## src/source/boot_rom.hex

```
// one 32-bit word per line, word 0 sits at the rom base address
00000297
02028593
f1402573
0182a283
00028067
10500073
ffdff06f
00000013
80000000
8badf00d
deadbeef
0a0b0c0d
12345678
9abcdef0
55aa55aa
c001d00d

```

## src/source/soc_pkg.sv

```systemverilog
// fixed address map; rom base must be aligned to the rom size, only okay and decerr are used
`default_nettype none

package soc_pkg;

	// widths with a meaning
	typedef logic [31:0] addr_t;
	typedef logic [31:0] data_t;
	typedef logic [1:0]  resp_t;
	typedef logic [63:0] mtime_t;

	// axi read responses in use
	localparam resp_t RESP_OKAY   = 2'b00;
	localparam resp_t RESP_DECERR = 2'b11;

	// clint mtime, split into two 32-bit words
	localparam addr_t CLINT_MTIME_LO = 32'hA000_0048;
	localparam addr_t CLINT_MTIME_HI = 32'hA000_004C;

	// boot rom window
	localparam addr_t ROM_BASE  = 32'h8000_0000;
	localparam int    ROM_WORDS = 16;
	localparam int    ROM_AW    = $clog2(ROM_WORDS);

	// read machine shared by the slaves
	typedef enum logic {
		IDLE,
		RESP
	} slave_state_t;

endpackage

`default_nettype wire

```

## src/source/axi_lite_rd_if.sv

```systemverilog
// AXI-Lite read channels only; no burst, prot or id signals, one read in flight per link
`default_nettype none

interface axi_lite_rd_if
	import soc_pkg::*;
();

	// read address channel
	addr_t araddr;
	logic  arvalid;
	logic  arready;

	// read data channel
	data_t rdata;
	resp_t rresp;
	logic  rvalid;
	logic  rready;

	// decoder side
	modport mst (
		output araddr,
		output arvalid,
		input  arready,
		input  rdata,
		input  rresp,
		input  rvalid,
		output rready
	);

	// timer and rom side
	modport slv (
		input  araddr,
		input  arvalid,
		output arready,
		output rdata,
		output rresp,
		output rvalid,
		input  rready
	);

endinterface

`default_nettype wire

```

## src/source/clint_timer.sv

```systemverilog
// read-only mtime; any address other than the low word returns the high-word shadow
`default_nettype none

module clint_timer
	import soc_pkg::*;
(
	input  logic       clk,
	input  logic       rst,
	axi_lite_rd_if.slv bus
);

	mtime_t       mtime;
	data_t        hi_shadow;
	data_t        rdata_q;
	logic         arready_q;
	slave_state_t state_q;
	slave_state_t state_d;
	logic         ar_hs;
	logic         r_hs;
	logic         lo_sel;

	assign ar_hs  = bus.arvalid && bus.arready;
	assign r_hs   = bus.rvalid && bus.rready;
	assign lo_sel = (bus.araddr == CLINT_MTIME_LO);

	// free-running timer
	always_ff @(posedge clk) begin
		if (rst) begin
			mtime <= '0;
		end else begin
			mtime <= mtime + mtime_t'(1);
		end
	end

	always_comb begin
		state_d = state_q;
		case (state_q)
			IDLE: begin
				if (ar_hs) begin
					state_d = RESP;
				end
			end
			RESP: begin
				if (r_hs) begin
					state_d = IDLE;
				end
			end
			default: state_d = IDLE;
		endcase
	end

	// arready drops with the AR handshake, returns after the R handshake
	always_ff @(posedge clk) begin
		if (rst) begin
			state_q   <= IDLE;
			arready_q <= 1'b0;
		end else begin
			state_q   <= state_d;
			arready_q <= (state_d == IDLE);
		end
	end

	// low read snapshots the high half so a lo/hi pair is coherent
	always_ff @(posedge clk) begin
		if (rst) begin
			hi_shadow <= '0;
		end else if (ar_hs && lo_sel) begin
			hi_shadow <= mtime[63:32];
		end
	end

	always_ff @(posedge clk) begin
		if (ar_hs) begin
			rdata_q <= lo_sel ? mtime[31:0] : hi_shadow;
		end
	end

	assign bus.arready = arready_q;
	assign bus.rvalid  = (state_q == RESP);
	assign bus.rdata   = rdata_q;
	assign bus.rresp   = RESP_OKAY;

	// one read at a time
	a_no_ready_with_valid: assert property (@(posedge clk) disable iff (rst)
		!(bus.arready && bus.rvalid))
		else $error("clint accepts a read while a response is pending");

endmodule

`default_nettype wire

```

## src/source/boot_rom.sv

```systemverilog
// contents come from source/boot_rom.hex, resolved from the run directory; only bits 5:2 index
`default_nettype none

module boot_rom
	import soc_pkg::*;
(
	input  logic       clk,
	input  logic       rst,
	axi_lite_rd_if.slv bus
);

	data_t             rom [ROM_WORDS];
	data_t             rdata_q;
	logic [ROM_AW-1:0] word_idx;
	logic              arready_q;
	slave_state_t      state_q;
	slave_state_t      state_d;
	logic              ar_hs;
	logic              r_hs;

	initial begin
		$readmemh("/design/src/source/boot_rom.hex", rom);
	end

	assign ar_hs    = bus.arvalid && bus.arready;
	assign r_hs     = bus.rvalid && bus.rready;
	assign word_idx = bus.araddr[ROM_AW+1:2];

	always_comb begin
		state_d = state_q;
		case (state_q)
			IDLE: begin
				if (ar_hs) begin
					state_d = RESP;
				end
			end
			RESP: begin
				if (r_hs) begin
					state_d = IDLE;
				end
			end
			default: state_d = IDLE;
		endcase
	end

	always_ff @(posedge clk) begin
		if (rst) begin
			state_q   <= IDLE;
			arready_q <= 1'b0;
		end else begin
			state_q   <= state_d;
			arready_q <= (state_d == IDLE);
		end
	end

	// word captured at the AR handshake
	always_ff @(posedge clk) begin
		if (ar_hs) begin
			rdata_q <= rom[word_idx];
		end
	end

	assign bus.arready = arready_q;
	assign bus.rvalid  = (state_q == RESP);
	assign bus.rdata   = rdata_q;
	assign bus.rresp   = RESP_OKAY;

	a_rdata_held: assert property (@(posedge clk) disable iff (rst)
		bus.rvalid && !bus.rready |=> bus.rvalid && $stable(bus.rdata))
		else $error("rom response changed under back-pressure");

endmodule

`default_nettype wire

```

## src/source/rd_decoder.sv

```systemverilog
// single read in flight across all targets; unmapped reads get decerr with zero data
`default_nettype none

module rd_decoder
	import soc_pkg::*;
(
	input  logic       clk,
	input  logic       rst,
	input  addr_t      araddr,
	input  logic       arvalid,
	output logic       arready,
	output data_t      rdata,
	output resp_t      rresp,
	output logic       rvalid,
	input  logic       rready,
	axi_lite_rd_if.mst clint,
	axi_lite_rd_if.mst rom
);

	typedef enum logic [1:0] {
		TGT_NONE,
		TGT_CLINT,
		TGT_ROM,
		TGT_ERR
	} target_t;

	target_t sel;
	target_t tgt_q;
	target_t tgt_d;
	logic    ready_q;
	logic    clint_hit;
	logic    rom_hit;
	logic    ar_hs;
	logic    r_hs;

	// address map
	assign clint_hit = (araddr == CLINT_MTIME_LO) || (araddr == CLINT_MTIME_HI);
	assign rom_hit   = (araddr[31:ROM_AW+2] == ROM_BASE[31:ROM_AW+2])
		&& (araddr[1:0] == 2'b00);

	always_comb begin
		if (clint_hit) begin
			sel = TGT_CLINT;
		end else if (rom_hit) begin
			sel = TGT_ROM;
		end else begin
			sel = TGT_ERR;
		end
	end

	// AR forwarded only while nothing is in flight
	assign clint.araddr  = araddr;
	assign clint.arvalid = arvalid && ready_q && (sel == TGT_CLINT);
	assign rom.araddr    = araddr;
	assign rom.arvalid   = arvalid && ready_q && (sel == TGT_ROM);

	always_comb begin
		case (sel)
			TGT_CLINT: arready = ready_q && clint.arready;
			TGT_ROM:   arready = ready_q && rom.arready;
			default:   arready = ready_q;
		endcase
	end

	assign ar_hs = arvalid && arready;
	assign r_hs  = rvalid && rready;

	always_comb begin
		tgt_d = tgt_q;
		if (ar_hs) begin
			tgt_d = sel;
		end else if (r_hs) begin
			tgt_d = TGT_NONE;
		end
	end

	always_ff @(posedge clk) begin
		if (rst) begin
			tgt_q   <= TGT_NONE;
			ready_q <= 1'b0;
		end else begin
			tgt_q   <= tgt_d;
			ready_q <= (tgt_d == TGT_NONE);
		end
	end

	// R channel from the recorded target only
	assign clint.rready = rready && (tgt_q == TGT_CLINT);
	assign rom.rready   = rready && (tgt_q == TGT_ROM);

	always_comb begin
		rvalid = 1'b0;
		rdata  = '0;
		rresp  = RESP_OKAY;
		case (tgt_q)
			TGT_CLINT: begin
				rvalid = clint.rvalid;
				rdata  = clint.rdata;
				rresp  = clint.rresp;
			end
			TGT_ROM: begin
				rvalid = rom.rvalid;
				rdata  = rom.rdata;
				rresp  = rom.rresp;
			end
			// decoder answers by itself
			TGT_ERR: begin
				rvalid = 1'b1;
				rresp  = RESP_DECERR;
			end
			default: ;
		endcase
	end

	a_rvalid_held: assert property (@(posedge clk) disable iff (rst)
		rvalid && !rready |=> rvalid)
		else $error("rvalid dropped before the R handshake");

endmodule

`default_nettype wire

```

## src/source/soc_rd_top.sv

```systemverilog
// AXI-Lite read port only; one cycle from AR handshake to rvalid for every address
`default_nettype none

module soc_rd_top
	import soc_pkg::*;
(
	input  logic  clk,
	input  logic  rst,
	input  addr_t araddr,
	input  logic  arvalid,
	output logic  arready,
	output data_t rdata,
	output resp_t rresp,
	output logic  rvalid,
	input  logic  rready
);

	// decoder to slave links
	axi_lite_rd_if clint_bus ();
	axi_lite_rd_if rom_bus ();

	rd_decoder u_dec (
		.clk     (clk),
		.rst     (rst),
		.araddr  (araddr),
		.arvalid (arvalid),
		.arready (arready),
		.rdata   (rdata),
		.rresp   (rresp),
		.rvalid  (rvalid),
		.rready  (rready),
		.clint   (clint_bus),
		.rom     (rom_bus)
	);

	clint_timer u_clint (
		.clk (clk),
		.rst (rst),
		.bus (clint_bus)
	);

	boot_rom u_rom (
		.clk (clk),
		.rst (rst),
		.bus (rom_bus)
	);

endmodule

`default_nettype wire

```

## config.mk

```make
export PLATFORM = sky130hd
export DESIGN_NAME = soc_rd_top
export DESIGN_NICKNAME = d
export VERILOG_FILES = /design/src/source/soc_pkg.sv /design/src/source/axi_lite_rd_if.sv /design/src/source/clint_timer.sv /design/src/source/boot_rom.sv /design/src/source/rd_decoder.sv /design/src/source/soc_rd_top.sv
export SDC_FILE = /design/constraint.sdc
export NUM_CORES = 1
export LEC_CHECK = 0
export BUFFER_PORTS_ARGS = -buffer_cell sky130_fd_sc_hd__buf_2
export CAP_MARGIN = 20
export CORE_ASPECT_RATIO = 0.75
export CORE_MARGIN = 2
export CORE_UTILIZATION = 35
export DETAILED_ROUTE_END_ITERATION = 8
export HOLD_SLACK_MARGIN = 0.06
export PLACE_DENSITY = 0.58
export SLEW_MARGIN = 20
export SYNTH_ARGS = -nofsm -noshare
export SYNTH_HDL_FRONTEND = slang
export SYNTH_SLANG_ARGS = --single-unit
```

## constraint.sdc

```tcl
create_clock -name clk -period 13 [get_ports clk]
set_clock_uncertainty 0.05 [all_clocks]
set_input_delay 0 -clock clk [delete_from_list [all_inputs] [get_ports clk]]
set_output_delay 0 -clock clk [all_outputs]
set_load 0.02 [all_outputs]
```

### Word level (Yosys, flattened, before mapping)

Index checks and enable logic that the tools add are counted.

* bitwise gates (word level): 4
* mux-type cells: 15
* equality and inequality tests: 8
* reductions and logical operators: 18
* add/sub/neg operators: 1

Operator list (number)
* adder 64 x 1 -> 64 bit (second input constant): 1
* equality test 32 bit (second input constant): 2
* case mux 32 bit (2 select lines): 1
* two-way mux 32 bit: 1
* equality test 26 bit (second input constant): 1
* logical AND 1 bit: 15
* two-way mux 2 bit: 4
* equality test 2 bit (second input constant): 3
* case mux 1 bit (2 select lines): 3
* two-way mux 1 bit: 5
* equality test 2 x 1 -> 1 bit (second input constant): 2
* logical NOT 2 bit: 2
* NOT 1 bit: 4
* case mux 1 bit (3 select lines): 1
* logical OR 1 bit: 1

* bits in registers: 167

### Logic depth before layout (Yosys ltp)

Gate-level depths: netlist of run 1.

* word-level depth: 10
* gate-level depth with buffers: 8

### Cells and area by module

From an unflattened synthesis of run 1, not the netlist that was laid out.

* cell total of the unflattened synthesis: 772
* area, all modules: 7382.1 µm²

By module, submodules not included
* clint_timer: cells each 547, area an instance 5629.1 µm², instances 1
* rd_decoder: cells each 184, area an instance 1413.9 µm², instances 1
* boot_rom: cells each 41, area an instance 339.1 µm², instances 1

### Worst setup path before layout of run 1

No wires, ideal clock.

* kind: input port to flip-flop
* from: input araddr[1]
* to: register u_clint.arready_q, in the netlist u_clint.bus.arready
* arrival time: 4.397 ns
* slack: 8.427 ns
* cell stages on the path: 5
* data required time: 12.824 ns
* path buffers: 0
* cells stage by stage: nor4b_1 nand4_1 nor4_1 o21ai_0 nor2b_1

* longest elaborated chain between the ends: 10
* elaborated cells on any way between the ends: 13
* classes of those cells: eq/ne (3); mux (4); bitwise (1); reduce/logical (5)

Ends and longest elaborated chain
* from (decl): line soc_rd_top.sv:9 `input addr_t araddr,`
* parallel branches: the longest is 3 deep, another holds equality test 32 bit
* two-way mux 2 bit *: line rd_decoder.sv:42 `if (clint_hit) begin`
* equality test 2 x 1 -> 1 bit *: line rd_decoder.sv:53 `assign clint.arvalid = arvalid && ready_q && (sel == TGT_CLINT);`
* logical AND 1 bit *: line rd_decoder.sv:53
* logical AND 1 bit *: line clint_timer.sv:22 `assign ar_hs = bus.arvalid && bus.arready;`
* via u_clint.ar_hs: line clint_timer.sv:18 `logic ar_hs;`
* two-way mux 1 bit *: line clint_timer.sv:39 `if (ar_hs) begin`
* case mux 1 bit (2 select lines) *: line clint_timer.sv:37 `case (state_q)`
* NOT 1 bit *: line clint_timer.sv:59 `arready_q <= (state_d == IDLE);`
* to (signal assigned): line clint_timer.sv:59
* to (decl): line clint_timer.sv:15 `logic arready_q;`

Mark *: on every way through the listed nets, which the timed path passes.
A chain may end at the register's enable or synchronous reset.

### Worst setup path after layout of run 1

* from: register u_clint.mtime[4]
* to: register u_clint.mtime[43]

* longest elaborated chain between the ends: 1

Ends and longest elaborated chain
* from (decl): line clint_timer.sv:12 `mtime_t mtime;`
* from (signal assigned): line clint_timer.sv:31 `mtime <= mtime + mtime_t'(1);`
* adder 64 x 1 -> 64 bit: line clint_timer.sv:31

No other way between the ends.

==> flow_metrics.env, run 1 <==
export IMPL_crit_fanout=21
export IMPL_ctsHoldBuffers=4
export IMPL_ys_seq_elements=135
export IMPL_setup_tns_ns=0
export IMPL_layout_setup_ws_ns=10.09
export IMPL_cts_buffer_depth=2
export IMPL_firstDrtPassIters=6
export IMPL_path_delay_family="simple AND/OR/NAND/NOR gates"
export IMPL_dpl_cell_area_um2=6590
export IMPL_min_path_type="in2reg"
export IMPL_cap_violations=0
export IMPL_multi_input_area_um2=2867
export IMPL_grt_pass1_vias=4653
export IMPL_antenna_found_initial=0
export IMPL_clkLatencyLatePin_ns=0.42
export IMPL_netlist_top_cells_count="dfxtp_1 (103), nand2_1 (86), a21oi_1 (64), nor2_1 (45), and2_1 (38)"
export IMPL_grt_overflow_total=0
export IMPL_synthDistinctLibCells=46
export IMPL_yosysMostFrequentCell="dfxtp_1"
export IMPL_die_h_um=117.7
export IMPL_rsz0062_at_grt="no"
export IMPL_power_density_nw_per_um2=131.0
export IMPL_rrSetupSlack_ns=10.09
export IMPL_layout_area_seq_um2=3023
export IMPL_tightest_slew_ns=1.099
export IMPL_synth_nets=682
export IMPL_ant_nets=0
export IMPL_cts_resized_gates=0
export IMPL_p_leak_nw=2.639
export IMPL_numPortBuffers=71
export IMPL_area_growth_pct=20.31
export IMPL_ir_drop_mv=0.05944
export IMPL_synth_area_leaders="dfxtp_1 (34%), edfxtp_1 (16%), mux2_2 (5.6%), nand2_1 (5.4%), a21oi_1 (5.3%)"
export IMPL_path_buf_inv=1
export IMPL_grt_pass1_wl_um=23170
export IMPL_drv_slew=0
export IMPL_required_ns=13.29
export IMPL_setup_viol=0
export IMPL_status="finished clean"
export IMPL_ys_warn_count=0
export IMPL_clock_sinks=135
export IMPL_synth_edf_count=32
export IMPL_fmax_mhz=344.0
export IMPL_critPathSlowestCell="or4_1"
export IMPL_yosysTopAreaCell="dfxtp_1"
export IMPL_routed_via_density=5.204
export IMPL_pre_cts_slack_ns=10.15
export IMPL_drtIter0Drc=321
export IMPL_fin_nets=749
export IMPL_clk_pin_slew_ns=0.05
export IMPL_path_cells="nand4_1, nor4b_2, buf_4, nand4_1, or4_1, a21oi_1"
export IMPL_syn_inst=645
export IMPL_n_fill_cell=1621
export IMPL_design_area_um2=7256
export IMPL_path_class="reg2reg"
export IMPL_met3_usage=0.04050
export IMPL_synth_flop_cell="dfxtp_1"
export IMPL_cpMostUsedCell="nand4_1"
export IMPL_async_reset_ff_frac=0
export IMPL_drc=0
export IMPL_coreArea_um2=16830
export IMPL_dieArea_um2=18310
export IMPL_slew_headroom=0.2676
export IMPL_drive_above_1_share=0.2083
export IMPL_htreeDepth=4
export IMPL_rows=41
export IMPL_post_drt_wl_per_cell_um=15.03
export IMPL_syn_cell_area_um2=6031
export IMPL_critPathCaptureType="flop"
export IMPL_syn_area_per_cell_um2=9.350
export IMPL_drt_total_wl_um=14130
export IMPL_diodes=0
export IMPL_dieWidth_um=155.6
export IMPL_max_stage_delay_ns=0.72
export IMPL_ys_seq_area_frac=0.5012
export IMPL_netlist_area_leader_share=0.3419
export IMPL_fin_crit_ns=2.907
export IMPL_cts_buffers=17
export IMPL_hold_ws_ns=0.1410
export IMPL_grt_max_degree=104
export IMPL_ios=72
export IMPL_arrival_ns=3.19
export IMPL_cts_setup_buffers=0
export IMPL_start_util=0.3584
export IMPL_track_usage=0.1594
export IMPL_cp_start_kind="flop"
export IMPL_grt_use_met2=0.2378
export IMPL_grt_busiest_layer="met2"
export IMPL_cts_tree="done"
export IMPL_gr_usage_met1=0.2254
export IMPL_fin_crit_sh=0.2236
export IMPL_hold_viol_final=0
export IMPL_num_vias=4892
export IMPL_hpwlAfterDp_um=9451
export IMPL_place_congestion=0.8520
export IMPL_cts_root_buffer="clkbuf_16"
[final cells by class]
class / count / area share
Clock buffer: 23 / 0.06863
Clock inverter: 9 / 0.01673
Inverter: 10 / 0.005173
Multi-Input combinational cell: 467 / 0.3951
Sequential cell: 135 / 0.4166
Tap cell: 215 / 0.03708
Timing Repair Buffer: 81 / 0.06070
[cells by family (layout without fill, tap and decap cells)]
kind of cell | count (synthesis) | count (layout) | share of synthesized area
buf+inv | 43 | 123 | 0.02801
xor+xnor | 33 | 33 | 0.04792
flops | 135 | 135 | 0.5012
compound gates | 100 | 100 | 0.09399
simple gates | 301 | 301 | 0.2670
fa+ha+maj | 1 | 1 | 0.002074
mux | 32 | 32 | 0.05975
[cell usage in the layout, fill, tap and decap left out, types with 13 or more instances in the layout]
cell / instances
nor2_1: 45
or4_1: 15
nand2_1: 86
buf_2: 71
o31ai_1: 16
edfxtp_1: 32
clkbuf_16: 17
o21ai_0: 13
nand3_1: 30
dfxtp_1: 103
mux2_2: 30
a21oi_1: 64
xor2_1: 22
and2_1: 38
nand4_1: 23
[state kept, by name, indices dropped and copies added, names as in the netlist]
register / cells
u_clint.mtime: 64
u_clint.bus.rdata: 32
u_clint.hi_shadow: 32
u_dec.tgt_q: 2
u_clint.bus.arready: 1
u_clint.bus.rvalid: 1
u_dec.ready_q: 1
u_rom.bus.arready: 1
u_rom.bus.rvalid: 1
[worst register-to-register path, delay by kind of cell, from the launching register on]
family / cells / cell delay, ns
compound gates: 1 / 0.14
flops: 1 / 0.42
buf+inv: 1 / 0.25
simple gates: 4 / 1.96
[where the power goes]
group / switching, W / internal, W / total (W)
Sequential: 0.00000217 / 0.000430 / 0.000432
Clock: 0.000171 / 0.000325 / 0.000496
Combinational: 0.0000138 / 0.00000917 / 0.0000230
[worst paths after layout]
path,from,endpoint,cells after the start
worst min-delay path,araddr[6],u_dec.tgt_q[0]$_SDFF_PP0_,4
worst max register to register,u_clint.mtime[4]$_SDFF_PP0_,u_clint.mtime[43]$_SDFF_PP0_,6
worst max-delay path,u_clint.mtime[4]$_SDFF_PP0_,u_clint.mtime[43]$_SDFF_PP0_,6
worst min register to register,u_clint.hi_shadow[19]$_SDFFE_PP0P_,u_clint.hi_shadow[19]$_SDFFE_PP0P_,2
[per-layer routing]
layer  wire [µm]  part of all wire
met1        7176              0.51
met2        6298              0.45
met3         515             0.036
met4         134            0.0095
met5           0                 0
[metrics by stage]
stage,cells,total power (W),util
after floorplan,645,0.0004528,-
after global placement,904,0.0004619,0.3917
after detailed placement,904,0.0004630,0.3917
after CTS,940,0.0009609,0.4308
after global routing,940,0.0009794,0.4312
final,940,0.0009505,0.4312
Note: power is estimated with default switching activity, not from simulation.
==> run 2, diff against run 1 <==
clock period = 2.9 ns   (was 13 ns; I/O delays follow)
==> run 2 against run 1 <==
Against the previous run:
- flip-flop and latch count did not move
- setup slack got worse by 9.6 ns
- count of clock-buffer cells in the layout fell by 5
==> flow_metrics.env, run 2 (synthesized netlist as in run 1, its figures left out) <==
export IMPL_status="finished clean"
export IMPL_drt_total_wl_um=14000
export IMPL_routed_via_density=5.187
export IMPL_critPathSlowestCell="or4_1"
export IMPL_antenna_found_initial=0
export IMPL_numPortBuffers=71
export IMPL_regMostFlops="u_clint.mtime"
export IMPL_critPathCaptureType="flop"
export IMPL_rrSetupSlack_ns=0.50
export IMPL_crit_fanout=21
export IMPL_endpoint="u_clint.mtime[47]$_SDFF_PP0_"
export IMPL_fin_nets=759
export IMPL_firstDrtPassIters=4
export IMPL_dieWidth_um=155.6
export IMPL_final_common_cell="dfxtp_1"
export IMPL_place_congestion=0.8414
export IMPL_final_cells=950
export IMPL_finalPower_w=0.004177
export IMPL_n_fill_cell=1627
export IMPL_final_cell_mix="dfxtp_1 (103), nand2_1 (86), buf_2 (71), a21oi_1 (64), nor2_1 (45)"
export IMPL_track_usage=0.1582
export IMPL_max_stage_delay_ns=0.48
export IMPL_placedCellCount=912
export IMPL_largest_register_ffs=64
export IMPL_path_class="reg2reg"
export IMPL_cap_violations=0
export IMPL_rows=41
export IMPL_diodes=0
export IMPL_layout_area_seq_um2=3023
export IMPL_drv_slew=0
export IMPL_ant_nets=0
export IMPL_p_leak_nw=2.683
export IMPL_drc=0
export IMPL_grt_pass1_wl_um=22870
export IMPL_grt_max_degree=42
export IMPL_start_util=0.3584
export IMPL_cp_startpoint="u_clint.mtime[4]$_SDFF_PP0_"
export IMPL_hpwlAfterDp_um=9636
export IMPL_cts_buffer_depth=2
export IMPL_ios=72
export IMPL_htreeDepth=4
export IMPL_tightest_slew_ns=0.8074
export IMPL_fmax_mhz=416.9
export IMPL_coreArea_um2=16830
export IMPL_cp_start_kind="flop"
export IMPL_grt_overflow_total=0
export IMPL_arrival_ns=2.69
export IMPL_rsz0062_at_grt="no"
export IMPL_hold_viol_final=0
export IMPL_worst_r2r_endpoint="u_clint.mtime[47]$_SDFF_PP0_"
export IMPL_slew_headroom=0.4549
export IMPL_multi_input_area_um2=2869
export IMPL_drive_above_1_share=0.2163
export IMPL_design_area_um2=7317
export IMPL_dpl_cell_area_um2=6671
export IMPL_timing_rr_start="u_clint.mtime[4]$_SDFF_PP0_"
export IMPL_grt_pass1_vias=4589
export IMPL_utilization=0.4349
export IMPL_min_path_type="in2reg"
export IMPL_fin_crit_ns=2.398
export IMPL_power_density_nw_per_um2=570.9
export IMPL_fin_crit_sh=0.8270
export IMPL_cts_buffers=17
export IMPL_setup_tns_ns=0
export IMPL_area_growth_pct=21.33
export IMPL_ir_drop_mv=0.3052
export IMPL_clk_pin_slew_ns=0.06
export IMPL_drtIter0Drc=309
export IMPL_dieArea_um2=18310
export IMPL_num_vias=4928
export IMPL_clock_sinks=135
export IMPL_r2r_cells=7
export IMPL_required_ns=3.19
export IMPL_path_cells="nand4_1, nor4b_2, buf_4, nand4_1, buf_4, or4_1, a21oi_1"
export IMPL_post_drt_wl_per_cell_um=14.73
export IMPL_cts_setup_buffers=0
export IMPL_clkLatencyLatePin_ns=0.42
export IMPL_min_from="araddr[6]"
export IMPL_setup_viol=0
export IMPL_die_h_um=117.7
export IMPL_cts_tree="done"
export IMPL_cts_root_buffer="clkbuf_16"
==> run 2: worst max-delay path: cells and delay by family, from the launching register on <==
| family | cells | cell delay [ns] |
|---|---|---|
| buf+inv | 2 | 0.48 |
| compound gates | 1 | 0.14 |
| simple gates | 4 | 1.20 |
| flops | 1 | 0.44 |
==> run 2: what timing repair did <==
action,in CTS,in global routing
resized for setup,0,0
hold endpoints to repair,24,0
hold buffers,6,0
==> run 2: how the worst min path moves through the flow <==
stage	end	slack (ns)	depth (start not counted)
6_report	u_dec.tgt_q[0]$_SDFF_PP0_	0.13	4
5_1_grt	u_dec.tgt_q[0]$_SDFF_PP0_	0.14	4
4_1_cts	u_dec.tgt_q[0]$_SDFF_PP0_	0.11	4
3_5_place_dp	u_clint.bus.rvalid$_SDFF_PP0_	0.31	4
3_3_place_gp	u_clint.bus.rvalid$_SDFF_PP0_	0.32	4
2_1_floorplan	u_clint.bus.rvalid$_SDFF_PP0_	0.17	3
==> run 2: stage by stage <==
stage                     setup WS, ns  hold slack (ns)
after global placement          0.6264           0.3232
after global routing            0.3470           0.1365
after floorplan                 0.5013           0.1694
final                           0.5016           0.1260
after CTS                       0.5059           0.1118
after detailed placement        0.5177           0.3123
==> run 2: routing by layer <==
| layer | vias up | routed length (µm) | global-route usage | share of wire |
|---|---|---|---|---|
| li1 | 2474 | - | - | - |
| met1 | 2379 | 6950 | 0.2180 | 0.50 |
| met2 | 71 | 6321 | 0.2387 | 0.45 |
| met3 | 4 | 662 | 0.04161 | 0.047 |
| met4 | 0 | 60 | 0.05734 | 0.0043 |
| met5 | - | 0 | 0 | 0 |
==> run 2: final cells by class <==
type / instances / area share
sequential: 135 / 0.4131
multi-input combinational: 467 / 0.3921
inverter: 10 / 0.005130
timing repair buffer: 91 / 0.07285
clock buffer: 18 / 0.05865
tap: 215 / 0.03676
clock inverter: 14 / 0.02137
==> run 2: power by group <==
part / total (W) / leakage, nW / switching [W] / internal (W)
registers: 0.00193 / 1.19 / 0.00000930 / 0.00193
clock network: 0.00214 / 0.287 / 0.000796 / 0.00134
logic: 0.000105 / 1.21 / 0.0000613 / 0.0000434
total: 0.00418 / 2.68 / 0.000867 / 0.00331
==> run 3, diff against run 2 <==
PLACE_DENSITY = 0.59   (was 0.58)
clock period = 2 ns   (was 2.9 ns; I/O delays follow)
==> run 3 against run 2 <==
Against the previous run:
- the run now ends with negative setup slack left
- register-to-register slack lost 0.57 ns
- via count grew 7.5%
- count of clock-buffer cells in the layout up 2
- utilization up 5.1 points
- critical endpoint is now u_clint.mtime[46]$_SDFF_PP0_
==> flow_metrics.env, run 3 (synthesized netlist as in run 1, its figures left out) <==
export IMPL_required_ns=2.31
export IMPL_largest_register_ffs=64
export IMPL_p_leak_nw=3.029
export IMPL_layout_area_seq_um2=3039
export IMPL_num_vias=5296
export IMPL_drc=0
export IMPL_hpwlAfterDp_um=10730
export IMPL_diodes=0
export IMPL_cts_tree="done"
export IMPL_layout_setup_ws_ns=-0.06522
export IMPL_drtIter0Drc=400
export IMPL_setup_tns_ns=-0.3030
export IMPL_cap_violations=0
export IMPL_start_util=0.3584
export IMPL_fin_crit_sh=1.033
export IMPL_critPathCaptureType="flop"
export IMPL_drt_total_wl_um=15390
export IMPL_pwr_share_clk=0.522
export IMPL_seqPwrFrac=0.432
export IMPL_ir_drop_mv=0.5592
export IMPL_htreeDepth=4
export IMPL_track_usage=0.1768
export IMPL_grt_overflow_total=0
export IMPL_drive_above_1_share=0.3271
export IMPL_internal_power_w=0.005157
export IMPL_clkLatencyLatePin_ns=0.43
export IMPL_n_fill_cell=1502
export IMPL_utilization=0.4856
export IMPL_ant_nets=0
export IMPL_switching_share=0.2076
export IMPL_cts_root_buffer="clkbuf_16"
export IMPL_post_drt_wl_per_cell_um=15.06
export IMPL_numPortBuffers=71
export IMPL_p_comb_frac=0.047
export IMPL_min_from="araddr[2]"
export IMPL_firstDrtPassIters=5
export IMPL_path_cells="nand4_4, or4_4, nor4_4, or4b_1, a21oi_2"
export IMPL_ios=72
export IMPL_setup_viol=8
export IMPL_arrival_ns=2.38
export IMPL_clock_sinks=135
export IMPL_cts_buffer_depth=2
export IMPL_hold_viol_final=0
export IMPL_dieArea_um2=18310
export IMPL_timing_rr_start="u_clint.mtime[9]$_SDFF_PP0_"
export IMPL_fin_crit_ns=2.065
export IMPL_r2r_cells=5
export IMPL_antenna_found_initial=0
export IMPL_routed_via_density=5.182
export IMPL_place_congestion=0.8407
export IMPL_final_cell_mix="dfxtp_1 (92), nand2_1 (85), buf_4 (78), buf_2 (71), a21oi_1 (60)"
export IMPL_grt_pass1_wl_um=25640
export IMPL_fin_nets=831
export IMPL_min_path_type="in2reg"
export IMPL_status="finished with violations"
export IMPL_crit_fanout=5
export IMPL_grt_max_degree=104
export IMPL_area_growth_pct=35.50
export IMPL_critPathSlowestCell="or4_4"
export IMPL_rows=41
export IMPL_cp_startpoint="u_clint.mtime[9]$_SDFF_PP0_"
export IMPL_tightest_slew_ns=0.4950
export IMPL_slew_headroom=0.6700
export IMPL_rsz0062_at_grt="yes"
export IMPL_fmax_mhz=484.2
export IMPL_path_class="reg2reg"
export IMPL_power_density_nw_per_um2=796.4
export IMPL_clk_pin_slew_ns=0.06
export IMPL_multi_input_area_um2=3045
export IMPL_coreArea_um2=16830
export IMPL_drv_slew=0
export IMPL_final_common_cell="dfxtp_1"
export IMPL_violations="negative setup slack"
export IMPL_cts_buffers=17
export IMPL_cp_start_kind="flop"
export IMPL_grt_pass1_vias=5206
export IMPL_pre_cts_slack_ns=-0.1220
export IMPL_die_h_um=117.7
export IMPL_holdPathStages=6
export IMPL_p_switching_w=0.001351
export IMPL_regMostFlops="u_clint.mtime"
export IMPL_dieWidth_um=155.6
export IMPL_max_stage_delay_ns=0.61
## run 3: cell count changes in the layout (fill, tap and decap cells not counted), sizes merged
cell         before  now
buf              85  158
bufinv            3    5
clkbuf           18   20
clkinv            7    2
clkinvlp          2    3
dlygate4sd3       6    5
## run 3: per-stage QoR
| stage | instance area [µm²] | total power (W) | hold WS (ns) | std cells |
|---|---|---|---|---|
| after floorplan | 6161 | 0.003041 | 0.1823 | 645 |
| after global placement | 7323 | 0.003161 | 0.3274 | 977 |
| after detailed placement | 7323 | 0.003167 | 0.3309 | 977 |
| after CTS | 8119 | 0.006582 | 0.09840 | 1021 |
| after global routing | 8172 | 0.006727 | 0.1336 | 1022 |
| final | 8172 | 0.006508 | 0.1179 | 1022 |
## run 3: routing by layer
layer	vias to the layer above	GRT usage	wire length [µm]
met2	116	0.2738	7197
met4	0	0.05619	185
met1	2546	0.2444	7334
met3	18	0.04124	670
met5	-	0	0
li1	2616	-	-
## run 3: power by group through the flow
stage	clock network, W	registers, W	logic, W
after CTS	0.00347	0.00281	0.000306
after global routing	0.00359	0.00281	0.000332
after global placement	0	0.00287	0.000296
after floorplan	0	0.00286	0.000177
after detailed placement	0	0.00287	0.000301
final	0.00340	0.00281	0.000304
## run 3: final cells by class
cell class / count / area share
clock inverters: 12 / 0.02419
repair buffers: 163 / 0.1390
multi-input cells: 467 / 0.3727
clock buffers: 20 / 0.05466
well taps: 215 / 0.03292
flip-flops and latches: 135 / 0.3719
inverters: 10 / 0.004593
## run 3: what timing repair did
item	CTS	global route
hold buffers	5	0
endpoints found under the setup margin	26	30
gates resized for setup	13	13
hold endpoints to repair	36	0
buffers inserted	7	1
pin swaps	8	6
## run 3: final timing paths
check / slack [ns] / end
setup / recovery: -0.07 / u_clint.mtime[46]$_SDFF_PP0_
hold / removal: 0.12 / u_clint.hi_shadow[6]$_SDFFE_PP0P_
setup reg to reg: -0.07 / u_clint.mtime[46]$_SDFF_PP0_
hold reg to reg: 0.40 / u_clint.mtime[0]$_SDFF_PP0_
## run 3: worst max-delay path: cells and delay by family (launching register included)
kind	cells	cell delay [ns]
AND/OR/NAND/NOR	4	1.47
AO/OA/AOI/OAI	1	0.12
flip-flops	1	0.35
